$ cat config.mk
export PLATFORM = sky130hd
export DESIGN_NAME = dmix_top
export DESIGN_NICKNAME = d
export VERILOG_FILES = /design/src/dmix_pkg.sv /design/src/csr_spi.sv /design/src/frame_timer.sv /design/src/mix_sequencer.sv /design/src/mix_datapath.sv /design/src/i2s_serializer.sv /design/src/dmix_top.sv
export SDC_FILE = /design/constraint.sdc
export NUM_CORES = 2
export LEC_CHECK = 0
export ABC_CLOCK_PERIOD_IN_PS = 8800
export BUFFER_PORTS_ARGS = -buffer_cell sky130_fd_sc_hd__buf_2
export CAP_MARGIN = 0
export CORE_MARGIN = 2
export CORE_UTILIZATION = 48
export DETAILED_ROUTE_END_ITERATION = 16
export PLACE_DENSITY_LB_ADDON = 0.05
export SETUP_SLACK_MARGIN = 0.3
export SLEW_MARGIN = 25
export SYNTH_ARGS = -nofsm -noshare
export SYNTH_HDL_FRONTEND = slang
export SYNTH_HIERARCHICAL = 1
export SYNTH_SLANG_ARGS = --single-unit
export TNS_END_PERCENT = 10
$ cat constraint.sdc
create_clock -name clk245760 -period 8.8 [get_ports clk245760]
set_input_delay 0.88 -clock clk245760 [delete_from_list [all_inputs] [get_ports clk245760]]
set_output_delay 0.88 -clock clk245760 [all_outputs]
set_load 0.02 [all_outputs]
$ cat src/dmix_pkg.sv
`default_nettype none

package dmix_pkg;

    // audio sources and samples
    localparam int NUM_SRC  = 2;
    localparam int SAMPLE_W = 24;               // signed
    localparam int VOL_W    = 16;               // unsigned, 32768 is unity
    localparam int VOL_SHIFT = 15;
    localparam logic [VOL_W-1:0] VOL_RESET = 16'h8000;
    localparam int NUM_VOL  = NUM_SRC * 2;      // one per source and side
    localparam int ACC_W    = 44;               // NUM_VOL products of 24x17 bits
    localparam int SRC_W    = (NUM_SRC > 1) ? $clog2(NUM_SRC) : 1;
    localparam int SEL_W    = SRC_W + 1;        // {source, side}

    // 48 kHz frame at 24.576 MHz
    localparam int FRAME_CLKS = 512;
    localparam int BCK_HALF   = 4;
    localparam int SLOT_BITS  = 32;
    localparam int FRAME_W    = $clog2(FRAME_CLKS);
    localparam int BIT_W      = $clog2(2 * BCK_HALF);

    // spi frame is wr flag, address, data
    localparam int SPI_FRAME_BITS = 24;
    localparam int SPI_ADDR_W     = 7;
    localparam int SPI_CMD_BITS   = SPI_FRAME_BITS - VOL_W;
    localparam int SPI_CNT_W      = $clog2(SPI_FRAME_BITS + 1);

endpackage

`default_nettype wire

$ cat src/csr_spi.sv
`timescale 1ns/1ps
`default_nettype none

module csr_spi
    import dmix_pkg::*;
(
    input  logic                     clk245760,
    input  logic                     rst,
    input  logic                     spi_sck_i,
    input  logic                     spi_mosi_i,
    input  logic                     spi_ss_i,
    output logic                     spi_miso_o,
    output logic [NUM_VOL*VOL_W-1:0] vol_o
);

    logic [2:0]              sck_sr;    // two sync flops plus edge history
    logic [1:0]              mosi_sr;
    logic [1:0]              ss_sr;
    logic                    sck_rise;
    logic                    sck_fall;
    logic                    mosi_s;
    logic                    ss_s;
    logic [SPI_CNT_W-1:0]    bit_cnt;
    logic [VOL_W-1:0]        rx_sr;
    logic [VOL_W-1:0]        tx_sr;
    logic [SPI_ADDR_W-1:0]   addr_q;
    logic                    wr_q;
    logic [SPI_CMD_BITS-1:0] cmd;
    logic [VOL_W-1:0]        wdata;
    logic [VOL_W-1:0]        rd_data;
    logic [VOL_W-1:0]        vol_q [NUM_VOL];

    assign sck_rise = sck_sr[1] & ~sck_sr[2];
    assign sck_fall = ~sck_sr[1] & sck_sr[2];
    assign mosi_s   = mosi_sr[1];
    assign ss_s     = ss_sr[1];     // active low

    // incoming bit joined to what was shifted so far
    assign cmd   = {rx_sr[SPI_CMD_BITS-2:0], mosi_s};
    assign wdata = {rx_sr[VOL_W-2:0], mosi_s};

    always_ff @(posedge clk245760) begin
        if (rst) begin
            sck_sr  <= '0;
            mosi_sr <= '0;
            ss_sr   <= '1;
        end else begin
            sck_sr  <= {sck_sr[1:0], spi_sck_i};
            mosi_sr <= {mosi_sr[0], spi_mosi_i};
            ss_sr   <= {ss_sr[0], spi_ss_i};
        end
    end

    // read mux, out of range reads as zero
    always_comb begin
        rd_data = '0;
        for (int i = 0; i < NUM_VOL; i++) begin
            if (cmd[SPI_ADDR_W-1:0] == SPI_ADDR_W'(i))
                rd_data = vol_q[i];
        end
    end

    always_ff @(posedge clk245760) begin
        if (rst) begin
            bit_cnt    <= '0;
            spi_miso_o <= 1'b0;
            wr_q       <= 1'b0;
            addr_q     <= '0;
        end else if (ss_s) begin
            bit_cnt    <= '0;   // deselected, drop partial frame
            spi_miso_o <= 1'b0;
        end else begin
            if (sck_rise && bit_cnt != SPI_CNT_W'(SPI_FRAME_BITS)) begin
                rx_sr   <= wdata;
                bit_cnt <= bit_cnt + 1'b1;
                if (bit_cnt == SPI_CNT_W'(SPI_CMD_BITS - 1)) begin
                    wr_q   <= cmd[SPI_CMD_BITS-1];
                    addr_q <= cmd[SPI_ADDR_W-1:0];
                    tx_sr  <= cmd[SPI_CMD_BITS-1] ? '0 : rd_data;
                end
            end
            // data phase, miso moves on falling sck
            if (sck_fall && bit_cnt >= SPI_CNT_W'(SPI_CMD_BITS)) begin
                spi_miso_o <= tx_sr[VOL_W-1];
                tx_sr      <= tx_sr << 1;
            end
        end
    end

    // write lands on the last rising edge of the frame
    always_ff @(posedge clk245760) begin
        if (rst) begin
            for (int i = 0; i < NUM_VOL; i++) begin
                vol_q[i] <= VOL_RESET;
            end
        end else if (!ss_s && sck_rise && wr_q &&
                     bit_cnt == SPI_CNT_W'(SPI_FRAME_BITS - 1)) begin
            for (int i = 0; i < NUM_VOL; i++) begin
                if (addr_q == SPI_ADDR_W'(i))
                    vol_q[i] <= wdata;
            end
        end
    end

    always_comb begin
        for (int i = 0; i < NUM_VOL; i++) begin
            vol_o[i*VOL_W +: VOL_W] = vol_q[i];
        end
    end

endmodule

`default_nettype wire

$ cat src/frame_timer.sv
`timescale 1ns/1ps
`default_nettype none

module frame_timer
    import dmix_pkg::*;
(
    input  logic clk245760,
    input  logic rst,
    output logic bck_o,
    output logic lrck_o,
    output logic bit_stb_o,
    output logic frame_stb_o
);

    logic [FRAME_W-1:0] cnt;
    logic [BIT_W-1:0]   phase;  // clock within the current bit

    assign phase = cnt[BIT_W-1:0];

    // outputs registered from the count, one cycle behind it
    always_ff @(posedge clk245760) begin
        if (rst) begin
            cnt         <= '0;
            bck_o       <= 1'b0;
            lrck_o      <= 1'b0;
            bit_stb_o   <= 1'b0;
            frame_stb_o <= 1'b0;
        end else begin
            if (cnt == FRAME_W'(FRAME_CLKS - 1))
                cnt <= '0;
            else
                cnt <= cnt + 1'b1;

            frame_stb_o <= (cnt == '0);
            bit_stb_o   <= (phase == '0);
            bck_o       <= (phase >= BIT_W'(BCK_HALF));   // high in second half
            lrck_o      <= cnt[FRAME_W-1];                // right slot is upper half
        end
    end

endmodule

`default_nettype wire

$ cat src/mix_sequencer.sv
`timescale 1ns/1ps
`default_nettype none

module mix_sequencer
    import dmix_pkg::*;
(
    input  logic             clk245760,
    input  logic             rst,
    input  logic             frame_stb_i,
    output logic             snap_o,
    output logic             clr_o,
    output logic             mac_o,
    output logic             store_o,
    output logic             side_o,
    output logic [SEL_W-1:0] sel_o
);

    typedef enum logic [1:0] {
        S_IDLE,
        S_CLEAR,
        S_ACC,
        S_STORE
    } state_t;

    state_t           state;
    logic             side_q;   // 0 left, 1 right
    logic [SRC_W-1:0] src_idx;

    always_ff @(posedge clk245760) begin
        if (rst) begin
            state   <= S_IDLE;
            side_q  <= 1'b0;
            src_idx <= '0;
        end else begin
            case (state)
                S_IDLE: begin
                    if (frame_stb_i) begin
                        state  <= S_CLEAR;
                        side_q <= 1'b0;
                    end
                end
                S_CLEAR: begin
                    state   <= S_ACC;
                    src_idx <= '0;
                end
                S_ACC: begin
                    if (src_idx == SRC_W'(NUM_SRC - 1))
                        state <= S_STORE;
                    else
                        src_idx <= src_idx + 1'b1;
                end
                S_STORE: begin
                    if (side_q) begin
                        state <= S_IDLE;    // right done, run over
                    end else begin
                        side_q <= 1'b1;
                        state  <= S_CLEAR;
                    end
                end
                default: state <= S_IDLE;
            endcase
        end
    end

    assign snap_o  = (state == S_IDLE) && frame_stb_i;
    assign clr_o   = (state == S_CLEAR);
    assign mac_o   = (state == S_ACC);
    assign store_o = (state == S_STORE);
    assign side_o  = side_q;
    assign sel_o   = {src_idx, side_q};

endmodule

`default_nettype wire

$ cat src/mix_datapath.sv
`timescale 1ns/1ps
`default_nettype none

module mix_datapath
    import dmix_pkg::*;
(
    input  logic                        clk245760,
    input  logic                        rst,
    input  logic [NUM_SRC*SAMPLE_W-1:0] src_l_i,
    input  logic [NUM_SRC*SAMPLE_W-1:0] src_r_i,
    input  logic [NUM_SRC-1:0]          src_stb_i,
    input  logic [NUM_VOL*VOL_W-1:0]    vol_i,
    input  logic                        snap_i,
    input  logic                        clr_i,
    input  logic                        mac_i,
    input  logic                        store_i,
    input  logic                        side_i,
    input  logic [SEL_W-1:0]            sel_i,
    output logic [SAMPLE_W-1:0]         mix_l_o,
    output logic [SAMPLE_W-1:0]         mix_r_o
);

    logic signed [SAMPLE_W-1:0]      hold_l [NUM_SRC];
    logic signed [SAMPLE_W-1:0]      hold_r [NUM_SRC];
    logic signed [SAMPLE_W-1:0]      work_l [NUM_SRC];
    logic signed [SAMPLE_W-1:0]      work_r [NUM_SRC];
    logic        [VOL_W-1:0]         work_vol [NUM_VOL];
    logic signed [ACC_W-1:0]         acc;
    logic signed [ACC_W-1:0]         acc_sh;
    logic        [SRC_W-1:0]         src_sel;
    logic signed [SAMPLE_W-1:0]      mul_a;
    logic signed [VOL_W:0]           mul_b;
    logic signed [SAMPLE_W+VOL_W:0]  product;
    logic        [SAMPLE_W-1:0]      sat;

    // last strobed pair per source
    always_ff @(posedge clk245760) begin
        if (rst) begin
            for (int i = 0; i < NUM_SRC; i++) begin
                hold_l[i] <= '0;
                hold_r[i] <= '0;
            end
        end else begin
            for (int i = 0; i < NUM_SRC; i++) begin
                if (src_stb_i[i]) begin
                    hold_l[i] <= src_l_i[i*SAMPLE_W +: SAMPLE_W];
                    hold_r[i] <= src_r_i[i*SAMPLE_W +: SAMPLE_W];
                end
            end
        end
    end

    // working copies stay fixed for the whole run
    always_ff @(posedge clk245760) begin
        if (snap_i) begin
            for (int i = 0; i < NUM_SRC; i++) begin
                work_l[i] <= hold_l[i];
                work_r[i] <= hold_r[i];
            end
            for (int i = 0; i < NUM_VOL; i++) begin
                work_vol[i] <= vol_i[i*VOL_W +: VOL_W];
            end
        end
    end

    // one shared multiplier, volume zero-extended to signed
    assign src_sel = sel_i[SEL_W-1:1];
    assign mul_a   = side_i ? work_r[src_sel] : work_l[src_sel];
    assign mul_b   = $signed({1'b0, work_vol[sel_i]});
    assign product = mul_a * mul_b;

    always_ff @(posedge clk245760) begin
        if (clr_i)
            acc <= '0;
        else if (mac_i)
            acc <= acc + product;
    end

    assign acc_sh = acc >>> VOL_SHIFT;  // floor division

    // clamp when the upper bits are not all sign copies
    always_comb begin
        if (&acc_sh[ACC_W-1:SAMPLE_W-1] || ~|acc_sh[ACC_W-1:SAMPLE_W-1])
            sat = acc_sh[SAMPLE_W-1:0];
        else if (acc_sh[ACC_W-1])
            sat = {1'b1, {(SAMPLE_W-1){1'b0}}};
        else
            sat = {1'b0, {(SAMPLE_W-1){1'b1}}};
    end

    always_ff @(posedge clk245760) begin
        if (rst) begin
            mix_l_o <= '0;
            mix_r_o <= '0;
        end else if (store_i) begin
            if (side_i)
                mix_r_o <= sat;
            else
                mix_l_o <= sat;
        end
    end

endmodule

`default_nettype wire

$ cat src/i2s_serializer.sv
`timescale 1ns/1ps
`default_nettype none

module i2s_serializer
    import dmix_pkg::*;
(
    input  logic                clk245760,
    input  logic                rst,
    input  logic                frame_stb_i,
    input  logic                bit_stb_i,
    input  logic [SAMPLE_W-1:0] mix_l_i,
    input  logic [SAMPLE_W-1:0] mix_r_i,
    output logic                dac_data_o
);

    logic [2*SLOT_BITS-1:0] shreg;
    logic [2*SLOT_BITS-1:0] word;
    logic                   held;   // bit shifted out one bit time ago

    // left slot then right slot, msb first, zero padded
    assign word = frame_stb_i ?
                  {mix_l_i, {(SLOT_BITS-SAMPLE_W){1'b0}},
                   mix_r_i, {(SLOT_BITS-SAMPLE_W){1'b0}}} :
                  shreg;

    always_ff @(posedge clk245760) begin
        if (rst) begin
            held       <= 1'b0;
            dac_data_o <= 1'b0;
        end else if (bit_stb_i) begin
            dac_data_o <= held;             // gives the one-bit i2s delay
            held       <= word[2*SLOT_BITS-1];
        end
    end

    always_ff @(posedge clk245760) begin
        if (bit_stb_i)
            shreg <= {word[2*SLOT_BITS-2:0], 1'b0};
    end

endmodule

`default_nettype wire

$ cat src/dmix_top.sv
`timescale 1ns/1ps
`default_nettype none

module dmix_top
    import dmix_pkg::*;
(
    input  logic                        clk245760,
    input  logic                        rst,
    input  logic [NUM_SRC*SAMPLE_W-1:0] src_l_i,
    input  logic [NUM_SRC*SAMPLE_W-1:0] src_r_i,
    input  logic [NUM_SRC-1:0]          src_stb_i,
    input  logic                        spi_sck_i,
    input  logic                        spi_mosi_i,
    input  logic                        spi_ss_i,
    output logic                        spi_miso_o,
    output logic                        dac_bck_o,
    output logic                        dac_lrck_o,
    output logic                        dac_data_o
);

    logic [NUM_VOL*VOL_W-1:0] vol;
    logic                     bit_stb;
    logic                     frame_stb;
    logic                     snap;
    logic                     clr;
    logic                     mac;
    logic                     store;
    logic                     side;
    logic [SEL_W-1:0]         sel;
    logic [SAMPLE_W-1:0]      mix_l;
    logic [SAMPLE_W-1:0]      mix_r;

    csr_spi csr_spi_inst (
        .clk245760  (clk245760),
        .rst        (rst),
        .spi_sck_i  (spi_sck_i),
        .spi_mosi_i (spi_mosi_i),
        .spi_ss_i   (spi_ss_i),
        .spi_miso_o (spi_miso_o),
        .vol_o      (vol)
    );

    frame_timer frame_timer_inst (
        .clk245760   (clk245760),
        .rst         (rst),
        .bck_o       (dac_bck_o),
        .lrck_o      (dac_lrck_o),
        .bit_stb_o   (bit_stb),
        .frame_stb_o (frame_stb)
    );

    mix_sequencer mix_sequencer_inst (
        .clk245760   (clk245760),
        .rst         (rst),
        .frame_stb_i (frame_stb),
        .snap_o      (snap),
        .clr_o       (clr),
        .mac_o       (mac),
        .store_o     (store),
        .side_o      (side),
        .sel_o       (sel)
    );

    mix_datapath mix_datapath_inst (
        .clk245760 (clk245760),
        .rst       (rst),
        .src_l_i   (src_l_i),
        .src_r_i   (src_r_i),
        .src_stb_i (src_stb_i),
        .vol_i     (vol),
        .snap_i    (snap),
        .clr_i     (clr),
        .mac_i     (mac),
        .store_i   (store),
        .side_i    (side),
        .sel_i     (sel),
        .mix_l_o   (mix_l),
        .mix_r_o   (mix_r)
    );

    // mix of frame k goes out during frame k+1
    i2s_serializer i2s_serializer_inst (
        .clk245760   (clk245760),
        .rst         (rst),
        .frame_stb_i (frame_stb),
        .bit_stb_i   (bit_stb),
        .mix_l_i     (mix_l),
        .mix_r_i     (mix_r),
        .dac_data_o  (dac_data_o)
    );

endmodule

`default_nettype wire

Word level (Yosys, flattened, before mapping)
Memory sizes are Yosys's and may differ from the RTL's. A register that Yosys moved wholly into a read port is not among the register bits. Index checks and enable logic that the tools add are counted.

Bits in registers: 218. Bits in latches: 0. Bits in writable memories: 320. ROM bits: 0. Input bits: 103. Memories: 6.

Add/sub/neg operators: 4. Multiply operators: 1. Div/mod/pow operators: 0. Magnitude comparators: 2. Equality and inequality tests: 15. Shifts and indexed selects: 0. Multiplexer cells: 58. Bitwise operators: 15. Reductions and logical operators: 29.

Memory list: csr_spi_inst.vol_q (depth 4, bits a word 16, rd ports 4, clocked after Yosys merged registers in 0, wr ports 4, line csr_spi.sv:31) `logic [VOL_W-1:0] vol_q [NUM_VOL];`; mix_datapath_inst.work_vol (depth 4, bits a word 16, rd ports 1, clocked after Yosys merged registers in 0, wr ports 4, line mix_datapath.sv:27) `logic [VOL_W-1:0] work_vol [NUM_VOL];`; mix_datapath_inst.hold_l (depth 2, bits a word 24, rd ports 2, clocked after Yosys merged registers in 0, wr ports 2, line mix_datapath.sv:23) `logic signed [SAMPLE_W-1:0] hold_l [NUM_SRC];`; mix_datapath_inst.hold_r (depth 2, bits a word 24, rd ports 2, clocked after Yosys merged registers in 0, wr ports 2, line mix_datapath.sv:24) `logic signed [SAMPLE_W-1:0] hold_r [NUM_SRC];`; mix_datapath_inst.work_l (depth 2, bits a word 24, rd ports 1, clocked after Yosys merged registers in 1, wr ports 2, line mix_datapath.sv:25) `logic signed [SAMPLE_W-1:0] work_l [NUM_SRC];`; mix_datapath_inst.work_r (depth 2, bits a word 24, rd ports 1, clocked after Yosys merged registers in 1, wr ports 2, line mix_datapath.sv:26) `logic signed [SAMPLE_W-1:0] work_r [NUM_SRC];`.

Operators with widths (number): 16-bit two-way mux (12); 24-bit two-way mux (7); 64-bit two-way mux (1); 44-bit by 41-bit adder with 44-bit output (1); 24-bit by 17-bit multiplier with 41-bit output (1); 1-bit two-way mux (33); 7-bit by 2-bit == test with 1-bit output, second input constant (4); 7-bit by 1-bit == test with 1-bit output, second input constant (2); 7-bit logical NOT (2); 9-bit by 1-bit adder with 9-bit output, second input constant (1); 9-bit == test, second input constant (1); 9-bit logical NOT (1); 1-bit OR (8); 2-bit one-hot mux with 4 select lines (1); 2-bit AND reduction (4); 2-bit nonzero test (4); 1-bit logical AND (6); 3-bit AND reduction (2); 6-bit AND reduction (1); 6-bit OR reduction (1); 5-bit by 1-bit adder with 5-bit output, second input constant (1); 5-bit by 3-bit == test with 1-bit output, second input constant (1); 5-bit == test, second input constant (1); 5-bit by 4-bit >= comparator with 1-bit output, second input constant (1); 17 further kinds (27).

Logic depth before layout (Yosys ltp)
Word-level depth: 9. Mapped depth: 30. Mapped depth without buffers: 26.

Cells and area by module
The synthesis kept the hierarchy.

By module, submodules not included: mix_datapath (instances 1, cells an instance 2712, area each 28808.9 sq um, seq. area each 9529.1 sq um); csr_spi (instances 1, cells an instance 330, area each 4875.9 sq um, seq. area each 3273.1 sq um); i2s_serializer (instances 1, cells an instance 123, area each 2552.4 sq um, seq. area each 1691.6 sq um); frame_timer (instances 1, cells an instance 52, area each 499.2 sq um, seq. area each 260.2 sq um); mix_sequencer (instances 1, cells an instance 28, area each 269.0 sq um, seq. area each 80.1 sq um).

Worst setup path after synthesis
No wires, ideal clock.

Path type: reg-to-reg. Start point: reg mix_sequencer_inst.side_q, in the netlist mix_sequencer_inst/side_o. End point: reg mix_datapath_inst.acc[28]. Data arrival time: 7329 ps. Required time: 8670 ps. Setup slack: 1341 ps. Stages on the path, launching flop included: 27. Buffers on the path: 3. Period minus slack after synthesis: 7459 ps. Cells stage by stage: dfxtp_1 clkbuf_1 clkbuf_1 clkbuf_1 mux2_2 o21ai_1 nor2_1 fa_1 inv_1 fa_1 fa_1 inv_1 fa_1 fa_1 inv_1 fa_1 inv_1 ha_1 a21o_1 a21o_1 a2111o_1 o21bai_4 a21oi_2 a21o_1 a311oi_2 xor2_1 o22ai_1.

Cells in the longest elaborated chain, start to end: 3.

Ends and longest elaborated chain: start: declaration (line mix_sequencer.sv:26) `logic side_q;`; start signal: assignment (line mix_sequencer.sv:32) `side_q <= 1'b0;`; start signal: assignment (line mix_sequencer.sv:39) `side_q <= 1'b0;`; start signal: assignment (line mix_sequencer.sv:56) `side_q <= 1'b1;`; memory read 4 x 16 bit or 24-bit two-way mux (tied branches); 24-bit by 17-bit multiplier with 41-bit output (*) (line mix_datapath.sv:70) `assign product = mul_a * mul_b;`; 44-bit by 41-bit adder with 44-bit output (*) (line mix_datapath.sv:76) `acc <= acc + product;`; end signal: assignment (line mix_datapath.sv:76); end: declaration (line mix_datapath.sv:28) `logic signed [ACC_W-1:0] acc;`.

Every way passes the cells marked *; elsewhere a longest branch is shown, timed or not. A chain may end at the register's enable or synchronous reset.

Final worst setup path
Start point: reg mix_sequencer_inst.src_idx. End point: reg mix_datapath_inst.acc[43].

Cells in the longest elaborated chain, start to end: 3.

Ends and longest elaborated chain: start: declaration (line mix_sequencer.sv:27) `logic [SRC_W-1:0] src_idx;`; start signal: assignment (line mix_sequencer.sv:50) `src_idx <= src_idx + 1'b1;`; memory read 4 x 16 bit; 24-bit by 17-bit multiplier with 41-bit output (line mix_datapath.sv:70); 44-bit by 41-bit adder with 44-bit output (line mix_datapath.sv:76).

No other way between the ends.

==> flow_summary_export.csv <==
group,metric,value,unit
clock_network,path_clk_slew,0.06,ns
clock_network,numCtsBuffers,59,
critical_path,worstSetupEndpointType,"register",
floorplan,die_width,282,µm
critical_path,cp-start-kind,"register",
floorplan,fp.dieH,282,µm
timing,whs,0.417,ns
hold_path,hp-class,"reg -> reg",
clock_network,cts_resized,0,
timing,relSlewSlack,0.276,
placement,dpl_cell_area,0.0387,mm²
timing,timing.setup.tns,0,ns
yosys,async_flop_share,0,
yosys,yosys_warnings,6,
clock_network,clockBufferDepth,3,
grt,grt_overflow,0,
clock_network,root_buffer,"clkbuf_16",
clock_network,cts_max_level,2,
timing,finalMaxSlewViolations,0,
timing,rsz0062_at_grt,"no",
timing,min_period,8.07,ns
timing,finalClockSkew,0.0396,ns
hold_path,hp-start,"mix_datapath_inst/hold_r[0][36]",
yosys,synth_cell_types,80,
critical_path,crit_type,"reg -> reg",
final_layout,nets,3992,
grt,grt_pass1_wl,139000,µm
critical_path,critPathLaunch,"mix_sequencer_inst/src_idx",
placement,dp_hpwl,65900,µm
yosys,synth_edf_count,406,
routing,dr_total_vias,22600,
critical_path,cp.required,9.34,ns
grt,grt_antenna_before_repair,0,
yosys,synth_nets,3909,
yosys,synthCells,3245,
yosys,synth-seq-area-share,0.401,
timing,hold_viol,0,
timing,setup_viol,0,
placement,routabilityCongestion,0.865,
flow_run,maxCapViolations,0,
critical_path,r2r_start,"mix_sequencer_inst/src_idx",
yosys,yosysTopAreaCell,"edfxtp_1",
routing,dr.pass1.iters,5,
clock_network,cts_hold_buf,0,
yosys,yosysTopAreaCellShare,0.329,
yosys,synth_area,0.0370,mm²
floorplan,io_pins,107,
routing,drt-initial-drc-count,1183,
yosys,ys.flop_type,"edfxtp_1",
routing,wl_per_cell,19.6,µm
timing,worstMarginPinSlew,1.09,ns
timing,fin_crit_sh,0.917,
critical_path,crit_fanout,47,
clock_network,clk_latency,0.64,ns
routing,vias_per_cell,5.14,
clock_network,clock_sinks,538,
routing,routed_wl,86400,µm
yosys,ys_ff_latch,538,
grt,grt_pass1_vias,24600,
yosys,syn_area_per_cell,11.4,µm²
timing,fmax,0.124,GHz
grt,gr-usage-all-layers,0.228,
clock_network,post_cts_buffers,0,
final_layout,final_util,0.534,
final_layout,syn_to_final_growth,9.86,%
floorplan,start_util,0.486,
routing,ant_nets,0,
placement,io_buffers,106,
run_status,status,"completed",
grt,grt_start_max_net_pins,97,
final_layout,final_layout_size_suffix_gt1_frac,0.126,
critical_path,arrival,8.61,ns
yosys,synth_area_leaders,"edfxtp_1 (33%), fa_1 (24%), dfxtp_1 (7.1%), inv_1 (5.9%), ha_1 (3.9%)",
floorplan,num_rows,101,
clock_network,cts_tree,"done",
final_layout,antenna_cells,0,
final_layout,fin_area,0.0407,mm²
floorplan,die-area,0.0793,mm²
routing,drc,0,
floorplan,core_area,0.0761,mm²
## flip-flops by register name, indices dropped and copies added (netlist names), 16 cells and up
| name | cells |
|---|---|
| mix_datapath_inst/acc | 44 |
| mix_datapath_inst/mix_l_o | 24 |
| mix_datapath_inst/work_l | 48 |
| mix_datapath_inst/work_r | 48 |
| csr_spi_inst/tx_sr | 16 |
| i2s_serializer_inst/shreg | 55 |
| mix_datapath_inst/hold_r | 48 |
| mix_datapath_inst/work_vol | 64 |
| csr_spi_inst/vol_q | 64 |
| mix_datapath_inst/mix_r_o | 24 |
| mix_datapath_inst/hold_l | 48 |
## through the flow
stage,setup slack [ns],std cells
2_1_floorplan,1.34,3245
3_3_place_gp,0.496,4295
3_5_place_dp,0.443,4296
4_1_cts,0.363,4407
5_1_grt,0.312,4408
6_report,0.730,4408
## critical path, stage by stage, from the launching register on
cell and delay, ns:
dfxtp_4 0.70, buf_6 0.42, nand2_1 0.16, o21ai_1 0.54
nor2_1 0.17, fa_1 0.57, inv_1 0.06, fa_1 0.54
fa_1 0.52, inv_1 0.05, fa_1 0.53, fa_1 0.50
inv_1 0.05, fa_1 0.47, inv_1 0.04, ha_1 0.40
a21o_1 0.24, a21oi_2 0.15, a21oi_1 0.09, o41ai_1 0.49
o2111ai_1 0.35, a31oi_2 0.35, o21ai_2 0.13, and3_1 0.18
nor4_1 0.23
## path summary, 6_finish.rpt
| kind | end | slack [ns] | cells past startpoint |
|---|---|---|---|
| worst min-delay path | mix_datapath_inst/work_r[1][12] | 0.42 | 0 |
| worst max-delay path | mix_datapath_inst/acc[43] | 0.73 | 24 |
| worst max register to register | mix_datapath_inst/acc[43] | 0.73 | 24 |
| worst min register to register | mix_datapath_inst/work_r[1][12] | 0.42 | 0 |
## routing by layer
| metal | global-route usage | part of all wire |
|---|---|---|
| met2 | 0.366 | 0.46 |
| met3 | 0.0409 | 0.054 |
| met5 | 0 | 0 |
| met4 | 0.0619 | 0.025 |
| met1 | 0.320 | 0.46 |
## layout make-up
class | count | area, µm²
timing repair buffer | 166 | 1020
inverter | 583 | 2190
tap | 1030 | 1290
sequential | 538 | 14800
fill | 6731 | 35400
multi-input combinational | 1980 | 19400
clock buffer | 78 | 1580
clock inverter | 33 | 305
## synthesized netlist by cell type (6+ instances only)
cell / count
a211oi_1: 58
dfxtp_1: 132
fa_1: 445
nand3_1: 12
nand4_1: 11
clkbuf_1: 103
buf_2: 16
mux4_2: 19
nor3_1: 71
nand2_1: 193
edfxtp_1: 406
buf_1: 14
mux2_4: 40
o21a_1: 31
ha_1: 116
nand2b_1: 43
a21oi_2: 6
a22o_1: 15
a31oi_1: 6
mux2_2: 43
a21o_1: 32
xor2_1: 14
o21ai_0: 25
a21oi_1: 59
nor2b_1: 25
o21bai_1: 8
and3_1: 7
xnor2_1: 30
o21ai_1: 39
or3_1: 8
inv_1: 583
nor2_1: 352
and2_1: 107
mux2i_1: 80
or2_2: 16
## cell usage in the layout, fill, tap and decap left out, drive strengths merged, types with 7 or more instances in the layout
master  netlist  layout
nor3         71      71
xor2         14      14
and2        107     107
a22o         15      15
nand3        13      13
or2          18      18
or4           7       7
mux2i        80      80
o21ai        65      65
o21bai        9       9
mux2         83      83
nor2        353     353
a21o         32      32
inv         583     584
or3           9       9
nor2b        25      25
nand2       193     193
fa          445     445
a211oi       62      62
edfxtp      406     406
buf          41     166
nand4        11      11
o21a         31      31
a21oi        66      66
nand2b       45      45
clkbuf      103      78
mux4         19      19
xnor2        30      30
and3          7       7
ha          116     116
dfxtp       132     132
clkinv        0      24
a31oi         8       8
## kinds of logic after synthesis
group | synth area share
mux | 0.0625
fa+ha+maj | 0.280
simple gates | 0.110
compound gates | 0.0591
xor+xnor | 0.0104
flops | 0.401
buf+inv | 0.0772
Power is not shown: default switching activity piles up to over one toggle a cycle in this logic, so the estimate is an artifact.
